--- config.mk ---
export PLATFORM = sky130hd
export DESIGN_NAME = pixel_window
export DESIGN_NICKNAME = d
export VERILOG_FILES = /design/src/verilog/conv_data_pkg.sv /design/src/verilog/pixel_window.sv /design/src/verilog/tap_store.sv
export SDC_FILE = /design/constraint.sdc
export NUM_CORES = 1
export LEC_CHECK = 0
export ABC_CLOCK_PERIOD_IN_PS = 6640
export BUFFER_PORTS_ARGS = -buffer_cell sky130_fd_sc_hd__clkbuf_2
export CAP_MARGIN = 20
export CORE_MARGIN = 4
export CORE_UTILIZATION = 42
export CTS_CLUSTER_SIZE = 20
export DETAILED_ROUTE_END_ITERATION = 16
export PLACE_DENSITY_LB_ADDON = 0.05
export SETUP_SLACK_MARGIN = 0.4
export SYNTH_ARGS = -nofsm -noshare
export SYNTH_HDL_FRONTEND = slang
export SYNTH_SLANG_ARGS = --single-unit
--- constraint.sdc ---
create_clock -name clk_core -period 6.64 [get_ports clk_core]
set_input_delay 0.332 -clock clk_core [delete_from_list [all_inputs] [get_ports clk_core]]
set_output_delay 0.332 -clock clk_core [all_outputs]
set_load 0.005 [all_outputs]
--- src/verilog/conv_data_pkg.sv ---
package conv_data_pkg;

    ////////////////////
    // Sample widths
    ////////////////////
    localparam int PIXEL_WIDTH  = 16;
    localparam int WEIGHT_WIDTH = 16;

    // Taps in one 3x3 window
    localparam int K_TAPS = 9;

    // Full precision of one multiply
    localparam int PRODUCT_WIDTH = PIXEL_WIDTH + WEIGHT_WIDTH;

    // Guard bits so nine products never overflow the sum
    localparam int RESULT_WIDTH = PRODUCT_WIDTH + $clog2(K_TAPS);

    ////////////////////
    // Datapath types
    ////////////////////
    typedef logic signed [PIXEL_WIDTH-1:0]   pixel_t;
    typedef logic signed [WEIGHT_WIDTH-1:0]  weight_t;
    typedef logic signed [PRODUCT_WIDTH-1:0] product_t;
    typedef logic signed [RESULT_WIDTH-1:0]  result_t;

endpackage

--- src/verilog/pixel_window.sv ---
`timescale 1ns/1ps

module pixel_window (
    input  logic                  clk_core,
    input  logic                  rst,
    input  logic                  pixel_valid,
    input  conv_data_pkg::pixel_t pixel_data,
    input  logic                  relu_en,
    input  logic                  hold,
    output conv_data_pkg::pixel_t taps [conv_data_pkg::K_TAPS]
);

    logic                  wr_en;
    conv_data_pkg::pixel_t wr_pixel;
    logic                  is_negative;

    ////////////////////
    // Write side
    ////////////////////

    // Window is frozen while a job runs
    assign wr_en = pixel_valid && !hold;

    assign is_negative = pixel_data[conv_data_pkg::PIXEL_WIDTH-1];

    // ReLU clamps negatives at write time
    assign wr_pixel = (relu_en && is_negative) ? '0 : pixel_data;

    tap_store #(
        .elem_t (conv_data_pkg::pixel_t),
        .DEPTH  (conv_data_pkg::K_TAPS)
    ) tap_store_inst (
        .clk_core (clk_core),
        .rst      (rst),
        .wr_en    (wr_en),
        .wr_data  (wr_pixel),
        .taps     (taps)
    );

endmodule

--- src/verilog/tap_store.sv ---
`timescale 1ns/1ps

module tap_store #(
    parameter type elem_t = logic [15:0],
    parameter int  DEPTH  = 9
) (
    input  logic  clk_core,
    input  logic  rst,
    input  logic  wr_en,
    input  elem_t wr_data,
    output elem_t taps [DEPTH]
);

    localparam int PTR_W = (DEPTH > 1) ? $clog2(DEPTH) : 1;

    logic [PTR_W-1:0] wr_ptr;

    // Write pointer, wraps after the last entry
    always_ff @(posedge clk_core) begin
        if (rst) begin
            wr_ptr <= '0;
        end else if (wr_en) begin
            if (wr_ptr == PTR_W'(DEPTH - 1)) begin
                wr_ptr <= '0;
            end else begin
                wr_ptr <= wr_ptr + 1'b1;
            end
        end
    end

    // Storage, all entries visible at once
    always_ff @(posedge clk_core) begin
        if (wr_en) begin
            taps[wr_ptr] <= wr_data;
        end
    end

endmodule

==> metrics <==
status finished clean; Detailed Place HPWL slightly below 7000 µm; post-CTS setup buffers 0; core box area 10980 µm²; peak supply drop 0.1345 mV; IO Pins 165; clk sinks 148; Final Cycle Share 29.03%; Min-Delay Path Class in -> reg; area leader, netlist edfxtp_1; layout cells sized above 1 between 40 and 50%; starting DRC count in detailed routing about 180; Mapped Avg Cell Area 23.59 µm²; syn_nets 227; Initial DRT Pass Iterations 4; remaining antenna violation count 0; CTS resizes 0; measured slew at the worst slew-check pin roughly 1 ns; Worst EP arrival between 1.5 and 2 ns; total grt overflow 0; first-pass GRT wire length roughly 15000 µm; Hold Fails Final Rpt 0; TritonCTS clock tree yes; P_int roughly 1700 µW; Final Max Tran Viols 0; Net Sw Power around 380 µW; Comb power frac 2.0%; register area approximately 4400 µm²; Syn Std Cell Area between 4000 and 5000 µm²; switch share 18.29%; DP Cell Count 505; cell area after layout between 6000 and 7000 µm²; Final nets just over 400; Final TNS setup 0 ns; Worst Setup End Kind register; residual DRC count 0; cell row count 38; synthesis-to-finish area growth 34.27%; Tot GR Track Use around 16%; pin count of the biggest net entering global routing 17; min cycle time layout around 1.9 ns; Reg clk slew, reported paths about 0.06 ns; post-DR vias/cell 4.734; pwr/cell area 328.8 nW/µm²; clock group share of total power around half; Avg WL per Cell between 15 and 20 µm; Num CTS Buffers 17; Starting Density between 40% and 50%; leak pwr around 0.0025 µW; Die ar. 13110 µm²; fillers around 860; CP Launch Type register; RSZ-0062 raised after global routing no; fmax about 520 MHz; post-synth top area share about nine tenths; n_diodes 0; yosys warns 0; max-cap violation count 0; Seq cells post-synth 148; Seq/Total Area, Yosys 92.44%; vias about 2.5k; Final Wtd Congestion 0.7462; Setup violations, final 0; Port Buf Inserts 164; Worst Setup Path Type reg -> reg; H-tree levels 4; relative slew slack a little over a third; Syn Inst Count 202; Seq pwr share around half; initial antenna violation count 0; clock root buffer clkbuf_16; Finished Layout Cells ~540; Die Y between 100 and 150 µm; Worst Path Required about 6.7 ns; area of the multi-input gates between 300 and 400 µm²; vias in the first global route 2551; crit-path max FO 16; clk_skew about 0.0070 ns; Synth cell types 22; drt total wl 10570 µm; # hold bufs at CTS 0; die outline width between 100 and 150 µm; main area contributors after synthesis edfxtp_1 (91%), and2_1 (3.0%), dfxtp_1 (1.7%), ha_1 (1.1%), mux2i_1 (0.42%); worst skew pair latency ~0.40 ns; Area after DPL between 5000 and 6000 µm²; Max Root-Sink Buffers 2
## final timing paths
path,startpoint,to,slack (ns),cells past startpoint
setup / recovery,tap_store_inst.wr_ptr[2],tap_store_inst.taps[25],4.71,2
hold / removal,rst,tap_store_inst.wr_ptr[0],0.14,2
setup reg to reg,tap_store_inst.wr_ptr[2],tap_store_inst.taps[25],4.71,2
hold reg to reg,tap_store_inst.wr_ptr[0],tap_store_inst.wr_ptr[0],0.54,2
## synth_stat cells (all sizes together)
master / count
edfxtp: 144
and2: 23
dfxtp: 4
ha: 4
nand2: 4
a21oi: 2
inv: 2
mux2i: 2
nand2b: 2
nand3: 2
nor2: 2
nor3: 2
nor3b: 2
a31oi: 1
buf: 1
clkbuf: 1
nand3b: 1
nor2b: 1
o21ai: 1
or3: 1
## layer usage
layer  vias to the layer above  GRT usage, %  wire length, µm
met1                      1274         22.73             4823
li1                       1152             -                -
met3                         8         4.493              691
met4                         0         6.651              112
met5                         -             0                0
met2                       108         24.84             4939
## registers in the layout, summed over array words and instances (netlist names)
name	count
tap_store_inst.taps	144
tap_store_inst.wr_ptr	4
## placed cells by master, fill, tap and decap left out, types with 2 or more instances in the layout
cell type    n
bufinv_16    5
nor2_1       2
nand2_1      4
mux2i_1      2
clkinv_2     2
clkbuf_16   17
edfxtp_1   144
ha_1         4
clkinv_4     3
inv_1        2
dfxtp_1      4
and2_1      23
a21oi_1      2
clkbuf_1     2
clkbuf_2   164
nand3_1      2
## final cells by class
cell class / count / share of cell area [%]
repair buffers: 165 / 12.95
clock inverters: 13 / 3.227
flip-flops and latches: 148 / 68.84
well taps: 140 / 2.738
multi-input cells: 50 / 5.359
inverters: 2 / 0.1173
clock buffers: 19 / 6.767
## metrics by stage
stage	worst slack [ns]	hold slack (ns)	power (µW)	utilization [%]
2_1_floorplan	4.408	0.4011	1080	-
3_3_place_gp	4.601	0.5228	1103	52.43
3_5_place_dp	4.536	0.5322	1104	52.43
4_1_cts	4.661	0.1240	2119	58.25
5_1_grt	4.558	0.1287	2173	58.25
6_report	4.712	0.1366	2103	58.25
## kinds of logic after synthesis
kind of cell | share of synthesized area [%]
adders and majority gates | 1.050
muxes | 0.4202
buffers and inverters | 0.4727
AOI/OAI and AO/OA | 0.4464
and+or+nand+nor | 5.174
DFF | 92.44
## critical path, stage by stage (launching register included)
cell and delay [ns]:
dfxtp_1 0.44, nor3b_2 0.28, and2_1 0.81
## power by group through the flow
stage,sequential [µW],clock (µW),combinational (µW)
6_report,1040,1020,41.9
5_1_grt,1040,1080,46.9
4_1_cts,1040,1030,43.0
3_5_place_dp,1060,0,43.0
3_3_place_gp,1060,0,41.8
2_1_floorplan,1060,0,20.1
(Power assumes the default switching activity.)
